===== src/hdl/csrTypes.sv =====
// Types for the machine-mode CSR state of the RV32 core.
// Holds the CSR numbers, register layouts and read-modify-write codes.
// Modules import it inside their body and use scoped names in port lists.

`default_nettype none

package csrTypes;

    localparam int Xlen = 32;

    // 12-bit CSR address space
    typedef logic [11:0] CsrNumber;

    localparam CsrNumber CsrMstatus      = 12'h300;
    localparam CsrNumber CsrMie          = 12'h304;
    localparam CsrNumber CsrMtvec        = 12'h305;
    localparam CsrNumber CsrMscratch     = 12'h340;
    localparam CsrNumber CsrMepc         = 12'h341;
    localparam CsrNumber CsrMcause       = 12'h342;
    localparam CsrNumber CsrMtval        = 12'h343;
    localparam CsrNumber CsrMip          = 12'h344;
    localparam CsrNumber CsrMcycle       = 12'hB00;
    localparam CsrNumber CsrMinstret     = 12'hB02;
    localparam CsrNumber CsrMhpmcounter3 = 12'hB03;
    localparam CsrNumber CsrMhpmcounter4 = 12'hB04;
    localparam CsrNumber CsrMhpmcounter5 = 12'hB05;
    localparam CsrNumber CsrMhpmcounter6 = 12'hB06;

    // Matches funct3[1:0] of CSRRW, CSRRS and CSRRC
    typedef enum logic [1:0] {
        CsrWrite = 2'd1,
        CsrSet   = 2'd2,
        CsrClear = 2'd3
    } CsrOp;

    // Only MIE and MPIE have meaning here
    typedef struct packed {
        logic [23:0] upperBits;
        logic        MPIE;
        logic [2:0]  middleBits;
        logic        MIE;
        logic [2:0]  lowerBits;
    } MStatus;

    // Shared layout of mip and mie
    typedef struct packed {
        logic [19:0] upperBits;
        logic        MEIP;
        logic [2:0]  middleBits;
        logic        MTIP;
        logic [6:0]  lowerBits;
    } MInterruptBits;

    // Direct mode only, the mode field is kept as written
    typedef struct packed {
        logic [Xlen-3:0] base;
        logic [1:0]      mode;
    } MTvec;

    typedef struct packed {
        logic            isInterrupt;
        logic [Xlen-2:0] code;
    } MCause;

    typedef struct packed {
        MStatus          mstatus;
        MInterruptBits   mip;
        MInterruptBits   mie;
        MCause           mcause;
        MTvec            mtvec;
        logic [Xlen-1:0] mtval;
        logic [Xlen-1:0] mepc;
        logic [Xlen-1:0] mscratch;
        logic [Xlen-1:0] mcycle;
        logic [Xlen-1:0] minstret;
    } CsrState;

endpackage

`default_nettype wire

===== src/hdl/trapTypes.sv =====
// Request types the pipeline drives into the CSR block each cycle.
// Also holds trap causes, their mcause codes and the interrupt codes.

`default_nettype none

package trapTypes;

    typedef enum logic [3:0] {
        TrapEcall,
        TrapEbreak,
        TrapMret,
        TrapLoadMisaligned,
        TrapLoadViolation,
        TrapStoreMisaligned,
        TrapStoreViolation,
        TrapInsnIllegal,
        TrapInsnViolation,
        TrapInsnMisaligned
    } TrapCause;

    typedef logic [csrTypes::Xlen-2:0] InterruptCode;

    localparam InterruptCode IrqMachineTimer    = 31'd7;
    localparam InterruptCode IrqMachineExternal = 31'd11;

    typedef struct packed {
        logic                        valid;
        logic                        we;
        csrTypes::CsrNumber          number;
        csrTypes::CsrOp              op;
        logic [csrTypes::Xlen-1:0]   writeData;
    } CsrRequest;

    typedef struct packed {
        logic                        valid;
        TrapCause                    cause;
        logic [csrTypes::Xlen-1:0]   causeAddr;
        logic [csrTypes::Xlen-1:0]   faultAddr;
    } TrapRequest;

    typedef struct packed {
        logic                        valid;
        logic [csrTypes::Xlen-1:0]   retAddr;
    } InterruptRequest;

    // Standard exception codes, ECALL is taken from M-mode
    function automatic logic [csrTypes::Xlen-2:0] trapCodeOf(TrapCause cause);
        case (cause)
            TrapInsnMisaligned:  return 31'd0;
            TrapInsnViolation:   return 31'd1;
            TrapInsnIllegal:     return 31'd2;
            TrapEbreak:          return 31'd3;
            TrapLoadMisaligned:  return 31'd4;
            TrapLoadViolation:   return 31'd5;
            TrapStoreMisaligned: return 31'd6;
            TrapStoreViolation:  return 31'd7;
            TrapEcall:           return 31'd11;
            default:             return 31'd0;
        endcase
    endfunction

endpackage

`default_nettype wire


===== src/hdl/machineCsrTop.sv =====
// Top of the machine CSR block.
// Wires the CSR file to the interrupt arbiter and the perf counter bank.

`timescale 1ns/1ps
`default_nettype none

module machineCsrTop #(
    parameter int CommitWidth = 2
) (
    input  logic                               clk,
    input  logic                               rst,
    input  trapTypes::CsrRequest               csrReq,
    input  trapTypes::TrapRequest              trapReq,
    input  trapTypes::InterruptRequest         irqReq,
    input  logic [$clog2(CommitWidth+1)-1:0]   commitNum,
    input  logic                               timerIrq,
    input  logic                               externalIrq,
    input  logic [7:0]                         externalCode,
    input  logic [3:0]                         perfEvents,
    output logic [31:0]                        csrReadData,
    output logic [31:0]                        trapTarget,
    output logic                               irqPending,
    output logic [30:0]                        irqCode,
    output logic [7:0]                         externalCodeLatched,
    output csrTypes::CsrState                  csrState
);

    logic [3:0][31:0] perfValues;
    logic [3:0]       counterClear;

    csrFile #(
        .CommitWidth(CommitWidth)
    ) csrFile_inst (
        .clk          (clk),
        .rst          (rst),
        .csrReq       (csrReq),
        .trapReq      (trapReq),
        .irqReq       (irqReq),
        .irqCode      (irqCode),
        .commitNum    (commitNum),
        .timerIrq     (timerIrq),
        .externalIrq  (externalIrq),
        .perfValues   (perfValues),
        .csrReadData  (csrReadData),
        .trapTarget   (trapTarget),
        .counterClear (counterClear),
        .csrState     (csrState)
    );

    interruptArbiter interruptArbiter_inst (
        .clk                 (clk),
        .rst                 (rst),
        .csrState            (csrState),
        .externalCode        (externalCode),
        .irqPending          (irqPending),
        .irqCode             (irqCode),
        .externalCodeLatched (externalCodeLatched)
    );

    perfCounterBank perfCounterBank_inst (
        .clk          (clk),
        .rst          (rst),
        .events       (perfEvents),
        .counterClear (counterClear),
        .counts       (perfValues)
    );

endmodule

`default_nettype wire


===== src/hdl/csrFile.sv =====
// Machine-mode CSR register file.
// Serves combinational reads, applies writes, traps, MRET and interrupt
// entry at the next edge, and keeps mcycle and minstret running.

`timescale 1ns/1ps
`default_nettype none

module csrFile #(
    parameter int CommitWidth = 1
) (
    input  logic                               clk,
    input  logic                               rst,
    input  trapTypes::CsrRequest               csrReq,
    input  trapTypes::TrapRequest              trapReq,
    input  trapTypes::InterruptRequest         irqReq,
    input  logic [30:0]                        irqCode,
    input  logic [$clog2(CommitWidth+1)-1:0]   commitNum,
    input  logic                               timerIrq,
    input  logic                               externalIrq,
    input  logic [3:0][csrTypes::Xlen-1:0]     perfValues,
    output logic [csrTypes::Xlen-1:0]          csrReadData,
    output logic [csrTypes::Xlen-1:0]          trapTarget,
    output logic [3:0]                         counterClear,
    output csrTypes::CsrState                  csrState
);
    import csrTypes::*;
    import trapTypes::*;

    CsrState                          csrReg;
    CsrState                          csrNext;
    logic [$clog2(CommitWidth+1)-1:0] regCommitNum;
    logic [Xlen-1:0]                  readValue;
    logic [Xlen-1:0]                  writeValue;
    logic                             writeTaken;
    logic                             isMret;

    // Retire count is staged one cycle before it reaches minstret
    always_ff @(posedge clk) begin
        if (rst) begin
            csrReg       <= '0;
            regCommitNum <= '0;
        end else begin
            csrReg       <= csrNext;
            regCommitNum <= commitNum;
        end
    end

    // Interrupt and trap take precedence over a CSR update
    assign writeTaken = csrReq.valid && csrReq.we && !trapReq.valid && !irqReq.valid;
    assign isMret     = (trapReq.cause == TrapMret);

    always_comb begin
        case (csrReq.number)
            CsrMstatus:      readValue = csrReg.mstatus;
            CsrMip:          readValue = csrReg.mip;
            CsrMie:          readValue = csrReg.mie;
            CsrMcause:       readValue = csrReg.mcause;
            CsrMtvec:        readValue = csrReg.mtvec;
            CsrMtval:        readValue = csrReg.mtval;
            CsrMepc:         readValue = csrReg.mepc;
            CsrMscratch:     readValue = csrReg.mscratch;
            CsrMcycle:       readValue = csrReg.mcycle;
            CsrMinstret:     readValue = csrReg.minstret;
            CsrMhpmcounter3: readValue = perfValues[0];
            CsrMhpmcounter4: readValue = perfValues[1];
            CsrMhpmcounter5: readValue = perfValues[2];
            CsrMhpmcounter6: readValue = perfValues[3];
            default:         readValue = '0;
        endcase
    end

    // Read-modify-write value
    always_comb begin
        case (csrReq.op)
            CsrWrite: writeValue = csrReq.writeData;
            CsrSet:   writeValue = readValue | csrReq.writeData;
            CsrClear: writeValue = readValue & ~csrReq.writeData;
            default:  writeValue = csrReq.writeData;
        endcase
    end

    // Any write to a perf counter resets it in the counter bank
    assign counterClear[0] = writeTaken && (csrReq.number == CsrMhpmcounter3);
    assign counterClear[1] = writeTaken && (csrReq.number == CsrMhpmcounter4);
    assign counterClear[2] = writeTaken && (csrReq.number == CsrMhpmcounter5);
    assign counterClear[3] = writeTaken && (csrReq.number == CsrMhpmcounter6);

    always_comb begin
        csrNext          = csrReg;
        csrNext.mcycle   = csrReg.mcycle + 1'b1;
        csrNext.minstret = csrReg.minstret + Xlen'(regCommitNum);

        if (irqReq.valid) begin
            csrNext.mstatus.MPIE    = csrReg.mstatus.MIE;
            csrNext.mstatus.MIE     = 1'b0;
            csrNext.mepc            = irqReq.retAddr;
            csrNext.mtval           = irqReq.retAddr;
            csrNext.mcause.isInterrupt = 1'b1;
            csrNext.mcause.code     = irqCode;
        end else if (trapReq.valid) begin
            if (isMret) begin
                csrNext.mstatus.MIE = csrReg.mstatus.MPIE;
            end else begin
                csrNext.mstatus.MPIE    = csrReg.mstatus.MIE;
                csrNext.mstatus.MIE     = 1'b0;
                csrNext.mepc            = trapReq.causeAddr;
                csrNext.mtval           = trapReq.faultAddr;
                csrNext.mcause.isInterrupt = 1'b0;
                csrNext.mcause.code     = trapCodeOf(trapReq.cause);
            end
        end else if (writeTaken) begin
            // mip is read-only and perf counters are cleared in the counter bank
            case (csrReq.number)
                CsrMstatus:  csrNext.mstatus  = writeValue;
                CsrMie:      csrNext.mie      = writeValue;
                CsrMcause:   csrNext.mcause   = writeValue;
                CsrMtvec:    csrNext.mtvec    = writeValue;
                CsrMtval:    csrNext.mtval    = writeValue;
                CsrMepc:     csrNext.mepc     = writeValue;
                CsrMscratch: csrNext.mscratch = writeValue;
                CsrMcycle:   csrNext.mcycle   = writeValue;
                CsrMinstret: csrNext.minstret = writeValue;
                default:     ;
            endcase
        end

        // Pending bits follow the request lines
        csrNext.mip.MTIP = timerIrq;
        csrNext.mip.MEIP = externalIrq;
    end

    assign csrReadData = readValue;
    assign trapTarget  = isMret ? csrReg.mepc : {csrReg.mtvec.base, 2'b00};
    assign csrState    = csrReg;

endmodule

`default_nettype wire


===== src/hdl/interruptArbiter.sv =====
// Chooses which machine interrupt to offer to the pipeline.
// External beats timer; nothing is offered while mstatus.MIE is clear.
// Also keeps the external interrupt source code, latched one cycle.

`timescale 1ns/1ps
`default_nettype none

module interruptArbiter (
    input  logic                clk,
    input  logic                rst,
    input  csrTypes::CsrState   csrState,
    input  logic [7:0]          externalCode,
    output logic                irqPending,
    output logic [30:0]         irqCode,
    output logic [7:0]          externalCodeLatched
);
    import csrTypes::*;
    import trapTypes::*;

    MInterruptBits enabled;

    // The request is seen in mip a cycle late, so the code is delayed too
    always_ff @(posedge clk) begin
        if (rst) begin
            externalCodeLatched <= '0;
        end else begin
            externalCodeLatched <= externalCode;
        end
    end

    assign enabled = csrState.mip & csrState.mie;

    always_comb begin
        irqPending = csrState.mstatus.MIE && (enabled.MEIP || enabled.MTIP);

        if (enabled.MEIP) begin
            irqCode = IrqMachineExternal;
        end else if (enabled.MTIP) begin
            irqCode = IrqMachineTimer;
        end else begin
            irqCode = '0;
        end
    end

endmodule

`default_nettype wire


===== src/hdl/perfCounterBank.sv =====
// Hardware performance counters behind mhpmcounter3 to mhpmcounter6.
// Each counter adds one per cycle its event bit is high.

`timescale 1ns/1ps
`default_nettype none

module perfCounterBank (
    input  logic             clk,
    input  logic             rst,
    input  logic [3:0]       events,
    input  logic [3:0]       counterClear,
    output logic [3:0][31:0] counts
);

    localparam int NumCounters = 4;

    // Lane order: load miss, store miss, icache miss, branch mispredict
    always_ff @(posedge clk) begin
        if (rst) begin
            counts <= '0;
        end else begin
            for (int i = 0; i < NumCounters; i++) begin
                // Clear has priority over a same-cycle event
                if (counterClear[i]) begin
                    counts[i] <= '0;
                end else if (events[i]) begin
                    counts[i] <= counts[i] + 1'b1;
                end
            end
        end
    end

endmodule

`default_nettype wire


===== config.mk =====
export PLATFORM = sky130hd
export DESIGN_NAME = machineCsrTop
export DESIGN_NICKNAME = d
export VERILOG_FILES = /design/src/hdl/csrTypes.sv /design/src/hdl/trapTypes.sv /design/src/hdl/machineCsrTop.sv /design/src/hdl/csrFile.sv /design/src/hdl/interruptArbiter.sv /design/src/hdl/perfCounterBank.sv
export SDC_FILE = /design/constraint.sdc
export NUM_CORES = 1
export LEC_CHECK = 0
export ABC_AREA = 1
export BUFFER_PORTS_ARGS = -buffer_cell sky130_fd_sc_hd__buf_2
export CORE_ASPECT_RATIO = 0.9
export CORE_MARGIN = 5
export CORE_UTILIZATION = 40
export DETAILED_ROUTE_END_ITERATION = 7
export PLACE_DENSITY = 0.67
export SLEW_MARGIN = 15
export SYNTH_ARGS = -nofsm -noshare
export SYNTH_HDL_FRONTEND = slang
export SYNTH_SLANG_ARGS = --single-unit

===== constraint.sdc =====
create_clock -name clk -period 2.66 [get_ports clk]
set_input_delay 0.266 -clock clk [delete_from_list [all_inputs] [get_ports clk]]
set_output_delay 0.266 -clock clk [all_outputs]
set_load 0.02 [all_outputs]

== Yosys cells after proc, flatten, opt, wreduce, memory -nomap -nowiden ==
Memories as Yosys holds them, arrays and structs flattened.
Index checks and enable logic that the tools add are counted.
Operators by class
  $add $sub $neg: 6
  equal/unequal tests: 18
  muxes and demuxes: 28
  bitwise logic cells: 6
  reduce and logical (&&, ||, !) cells: 32
Operator list (number)
  $pmux 32 s14: 1
  $mux 32: 11
  $mux 64: 5
  $mux 224: 1
  $add 32x1->32 const B: 5
  $eq 12x10->1 const B: 8
  $eq 12x12->1 const B: 6
  $pmux 32 s2: 1
  $add 32x2->32: 1
  $and 32x32->32: 1
  $not 32->32: 1
  $or 32x32->32: 1
  $mux 31: 1
  $mux 8: 2
  $reduce_and 4->1: 4
  $reduce_bool 3->1: 5
  $and 12x12->12: 1
  $reduce_and 3->1: 4
  $reduce_or 2->1: 5
  $logic_and 1x1->1: 8
  $mux 1: 5
  $eq 2x2->1 const B: 2
  $eq 4x2->1 const B: 1
  $reduce_bool 2->1: 2
  6 further kinds: 8
Word-level totals
  register bits: 428
  ROM bits: 64
  input bits: 168
  output and inout port bits: 424
  memories kept: 1
Memories
  (no name shown): depth 16, bits a word 4, read ports 1, clocked after memory_dff 0, wr ports 0, line trapTypes.sv:48  | case (cause)

== Longest topological paths before layout ==
  depth after elaboration: 8
  gate-level depth with buffers: 18
  mapped depth without buffers: 16

== By module ==
From an unflattened synthesis, not the netlist that was laid out.
Unflattened totals
  cell total of the unflattened synthesis: 4000
  area total of the unflattened synthesis: 25167.9 µm²
By module, submodules not included
  csrFile: instances 1, cells each 2836, area each 17732.0 µm², sequential area each 5845.6 µm²
  perfCounterBank: instances 1, cells each 1103, area each 6956.7 µm², sequential area each 2562.5 µm²
  interruptArbiter: instances 1, cells each 61, area each 479.2 µm², sequential area each 160.2 µm²

== Worst setup path after synthesis ==
OpenSTA, ideal clock, no wires.
  kind: reg-to-reg
  from: register csrFile_inst.csrReg (netlist bit csrFile_inst.csrState[0])
  to: register csrFile_inst.csrReg (netlist bit csrFile_inst.csrState[28])
  arrival: 2.325 ns
  path slack: 0.219 ns
  cell stages (with the launch flop): 14
  path buffers: 0
  clock period less this slack: 2.441 ns
  cell sequence: dfxtp_1 ha_1 inv_1 fa_1 nor3_2 nand4_1 nor2_2 nand2_1 nor2_1 nand2_1 o21ai_0 nand2_1 nor2_1 nor2_1
Between the ends
  longest elaborated chain between the ends: 5
RTL lines
  start: declaration: line csrFile.sv:29  | CsrState csrReg;
  start signal: assignment: line csrFile.sv:43  | csrReg <= csrNext;
  $add 32x2->32 (*): line csrFile.sv:91  | csrNext.minstret = csrReg.minstret + Xlen'(regCommitNum);
  $mux 32: line csrFile.sv:113  | case (csrReq.number)
  $mux 224: line csrFile.sv:111  | end else if (writeTaken) begin
  $mux 64: line csrFile.sv:100  | end else if (trapReq.valid) begin
  $mux 64 (*): line csrFile.sv:93  | if (irqReq.valid) begin
Every way passes the cells marked *; elsewhere a longest branch is shown, timed or not. The select of a mux whose other input is x is not followed.
A chain may end at the register's enable or synchronous reset.

== Final worst setup path ==
  from: input csrReq[39] in the netlist's numbering
  to: output csrReadData[20]
Between the ends
  longest elaborated chain between the ends: 2
  elaborated cells between the ends (all ways): 15
  classes of those cells: eq/ne (14); mux (1)
RTL lines
  start: declaration: line machineCsrTop.sv:12  | input trapTypes::CsrRequest csrReq,
  $eq 12x12->1 or $eq 12x10->1 (tied branches): line csrFile.sv:53  | case (csrReq.number)
  $pmux 32 s14 (*): line csrFile.sv:53
  end: declaration: line machineCsrTop.sv:20  | output logic [31:0] csrReadData,
Every way passes the cells marked *; elsewhere a longest branch is shown, timed or not.

==> impl_metrics.tcl <==
set metrics [dict create \
    status "complete, but fails checks" \
    violations "negative setup slack" \
    ant_nets 0 \
    ios 592 \
    internal_power_uw 11600 \
    skew_ps 33.1 \
    cts_root_buf "clkbuf_16" \
    io_buffers 534 \
    first_pass_iters 6 \
    rows 87 \
    grt_pass1_wl_um 205000 \
    fmax_mhz 375 \
    fill_cells 6462 \
    end_kind "output port" \
    startpoint_type "primary input" \
    synth_cells 3909 \
    synth_area_leaders "dfxtp_1 (34%), nand2_1 (9.9%), inv_1 (8.6%)" \
    synth_edf_count 0 \
    maxSlewHeadroom_pct 44.1 \
    power_uw 16300 \
    htree_levels 2 \
    post_drt_wl_per_cell_um 26.1 \
    synth_top_cell_by_area "dfxtp_1" \
    core_region_area_um2 62300 \
    vdd_drop_max_mv 0.441 \
    yosys.area.top_type_share_pct 34.3 \
    synthFlopType "dfxtp_1" \
    synth.yosys.seq_area_share_pct 34.3 \
    critical_path.slowest_cell "o22ai_1" \
    cap_viol_max_count 0 \
    dieWidth_um 273 \
    grt-ovfl-total 0 \
    min_period_ps 2670 \
    seqPwrFrac_pct 41.8 \
    yosys_warnings 0 \
    cp_data_arrival_time_ps 2400 \
    place_inst 5435 \
    pre_cts_ws_ps -306 \
    tritoncts "yes" \
    period_share_pct 100 \
    slowest_delay_ps 330 \
    pwr-share-comb_pct 11.8 \
    avgViaCountPerCell 5.65 \
    crit_type "in -> out" \
    setup_viol 1 \
    drv_slew 0 \
    synthesis.area_um2 25000 \
    fin_ws_ps -6.33 \
    fin_util_pct 53.6 \
    cts_sinks 428 \
    async_flop_share_pct 0 \
    critPathMaxFanout 5 \
    routabilityCongestion 1.09 \
    cts_buffers 49 \
    final-hold-violation-count 0 \
    worst_pin_slew_ps 832 \
    syn_avg_cell_area_um2 6.39 \
    start_util_pct 40.1 \
    yosys.cell_count.top_type "nand2_1" \
    drive_gt1_share_pct 22.7 \
    cp.required_ps 2390 \
    path_delay_family "simple AND/OR/NAND/NOR gates" \
    ys_types 54 \
    swShare_pct 28.9 \
    hold_class "in -> reg" \
    final-instance-count-excl-fill 5615 \
    finalSetupTns_ps -6.33 \
    clock_latency_ps 630 \
    crit_buf_inv 6 \
    clockPowerShare_pct 46.4 \
    fp.dieH_um 247 \
    totalWireLength_um 146000 \
    p_per_area_nw_per_um2 488 \
    cts.clk_slew.worst_paths_ps 60 \
    dp_hpwl_um 118000 \
    dieArea_um2 67600 \
    track_usage_pct 41.3 \
    grt_max_degree 92 \
    ys_ff_latch 428 \
    p_sw_uw 4700 \
    grt_antenna_before_repair 4 \
    cts_buffer_depth 3 \
    syn_to_final_growth_pct 33.5 \
    drt_iter0_markers 4540 \
    drc 0 \
    vias 31700 \
    cp_cell_sequence "buf_2 -> nor2_2 -> nand2_2 -> buf_4 -> clkinvlp_4 -> nand2_2 -> nor2_4 -> buf_4 -> inv_1 -> o22ai_1 -> nor3_1 -> nand2_1 -> buf_2" \
    power_leakage_uw 0.0160 \
    final_nets 4904 \
    rsz0062_at_grt "false" \
    grt_pass1_vias 29100 \
    ys_top_cells_by_count "nand2_1 (661), inv_1 (571), dfxtp_1 (428)" \
]
[registers in the layout (all words and copies together) (netlist names)]
signal	cells
csrFile_inst.csrState	290
interruptArbiter_inst.externalCodeLatched	8
perfCounterBank_inst.counts	128
csrFile_inst.regCommitNum	2
[repair_timing]
item,CTS,global route
buffers inserted,0,5
endpoints found under the setup margin,5,37
hold endpoints to repair,71,0
gates resized for setup,7,24
pin swaps,0,4
hold buffers,82,0
[stage by stage]
step	hold WS, ps	area, um^2
CTS	3.26	33300
detailed placement	472	30700
global route	30.6	33400
global placement	464	30700
floorplan	373	25200
finish	22.7	33400
[power by group through the flow]
| stage | clock (uW) | combinational (uW) | sequential (uW) |
|---|---|---|---|
| 6_report | 7550 | 1920 | 6810 |
| 5_1_grt | 7800 | 2000 | 6800 |
| 4_1_cts | 7550 | 1850 | 6790 |
| 3_5_place_dp | 0 | 1740 | 6930 |
| 3_3_place_gp | 0 | 1730 | 6940 |
| 2_1_floorplan | 0 | 781 | 6980 |
[path summary, 6_finish.rpt]
check,end,startpoint,depth (start not counted),slack [ps]
worst max-delay path,csrReadData[20],csrReq[39],13,-6
worst min register to register,perfCounterBank_inst.counts[124],perfCounterBank_inst.counts[124],2,480
worst max register to register,csrFile_inst.csrState[133],csrFile_inst.csrState[101],11,140
worst min-delay path,csrFile_inst.csrState[117],trapReq[53],5,20
[per-layer routing]
metal	global-route usage (%)	wire length, um
met1	55.2	57300
met2	61.7	61400
met3	9.87	17900
met4	21.6	9760
met5	0	58
[worst reg2reg max path, delay by kind of cell (launching register included)]
family,cells,cell delay (ps)
AND/OR/NAND/NOR,9,1450
buffers and inverters,2,600
flip-flops,1,390
[layout make-up]
cell class | count | area (um^2) | area share [%]
inverters | 592 | 2240 | 6.70
clock inverters | 31 | 398 | 1.19
diodes | 2 | 5.00 | 0.0150
well taps | 845 | 1060 | 3.17
repair buffers | 952 | 6540 | 19.6
clock buffers | 60 | 1340 | 4.01
multi-input cells | 2705 | 13200 | 39.6
flip-flops and latches | 428 | 8570 | 25.7
[placed cells by master (no fill, tap or decap), types with 41 or more instances in the layout]
cell and instances:
nor3_1 86, buf_12 41, conb_1 57, o21ai_0 334
dfxtp_1 427, nor2_1 393, buf_4 294, nand2_2 47
nand2_1 653, inv_1 568, nand4_1 72, a211oi_1 47
clkbuf_16 49, xor2_1 44, o21ai_1 45, dlygate4sd3_1 82
a21oi_1 318, buf_2 533, nand3_1 403
[cells by family after synthesis]
| logic type | Yosys count | synth area share [%] |
|---|---|---|
| buffers and inverters | 832 | 14.0 |
| AND/OR/NAND/NOR | 1741 | 30.9 |
| AO/OA/AOI/OAI | 834 | 18.1 |
| other | 1 | 0.0150 |
| adder cells (fa/ha/maj) | 8 | 0.431 |
| XOR/XNOR | 65 | 2.28 |
| flip-flops | 428 | 34.3 |
(Power assumes the default switching activity.)
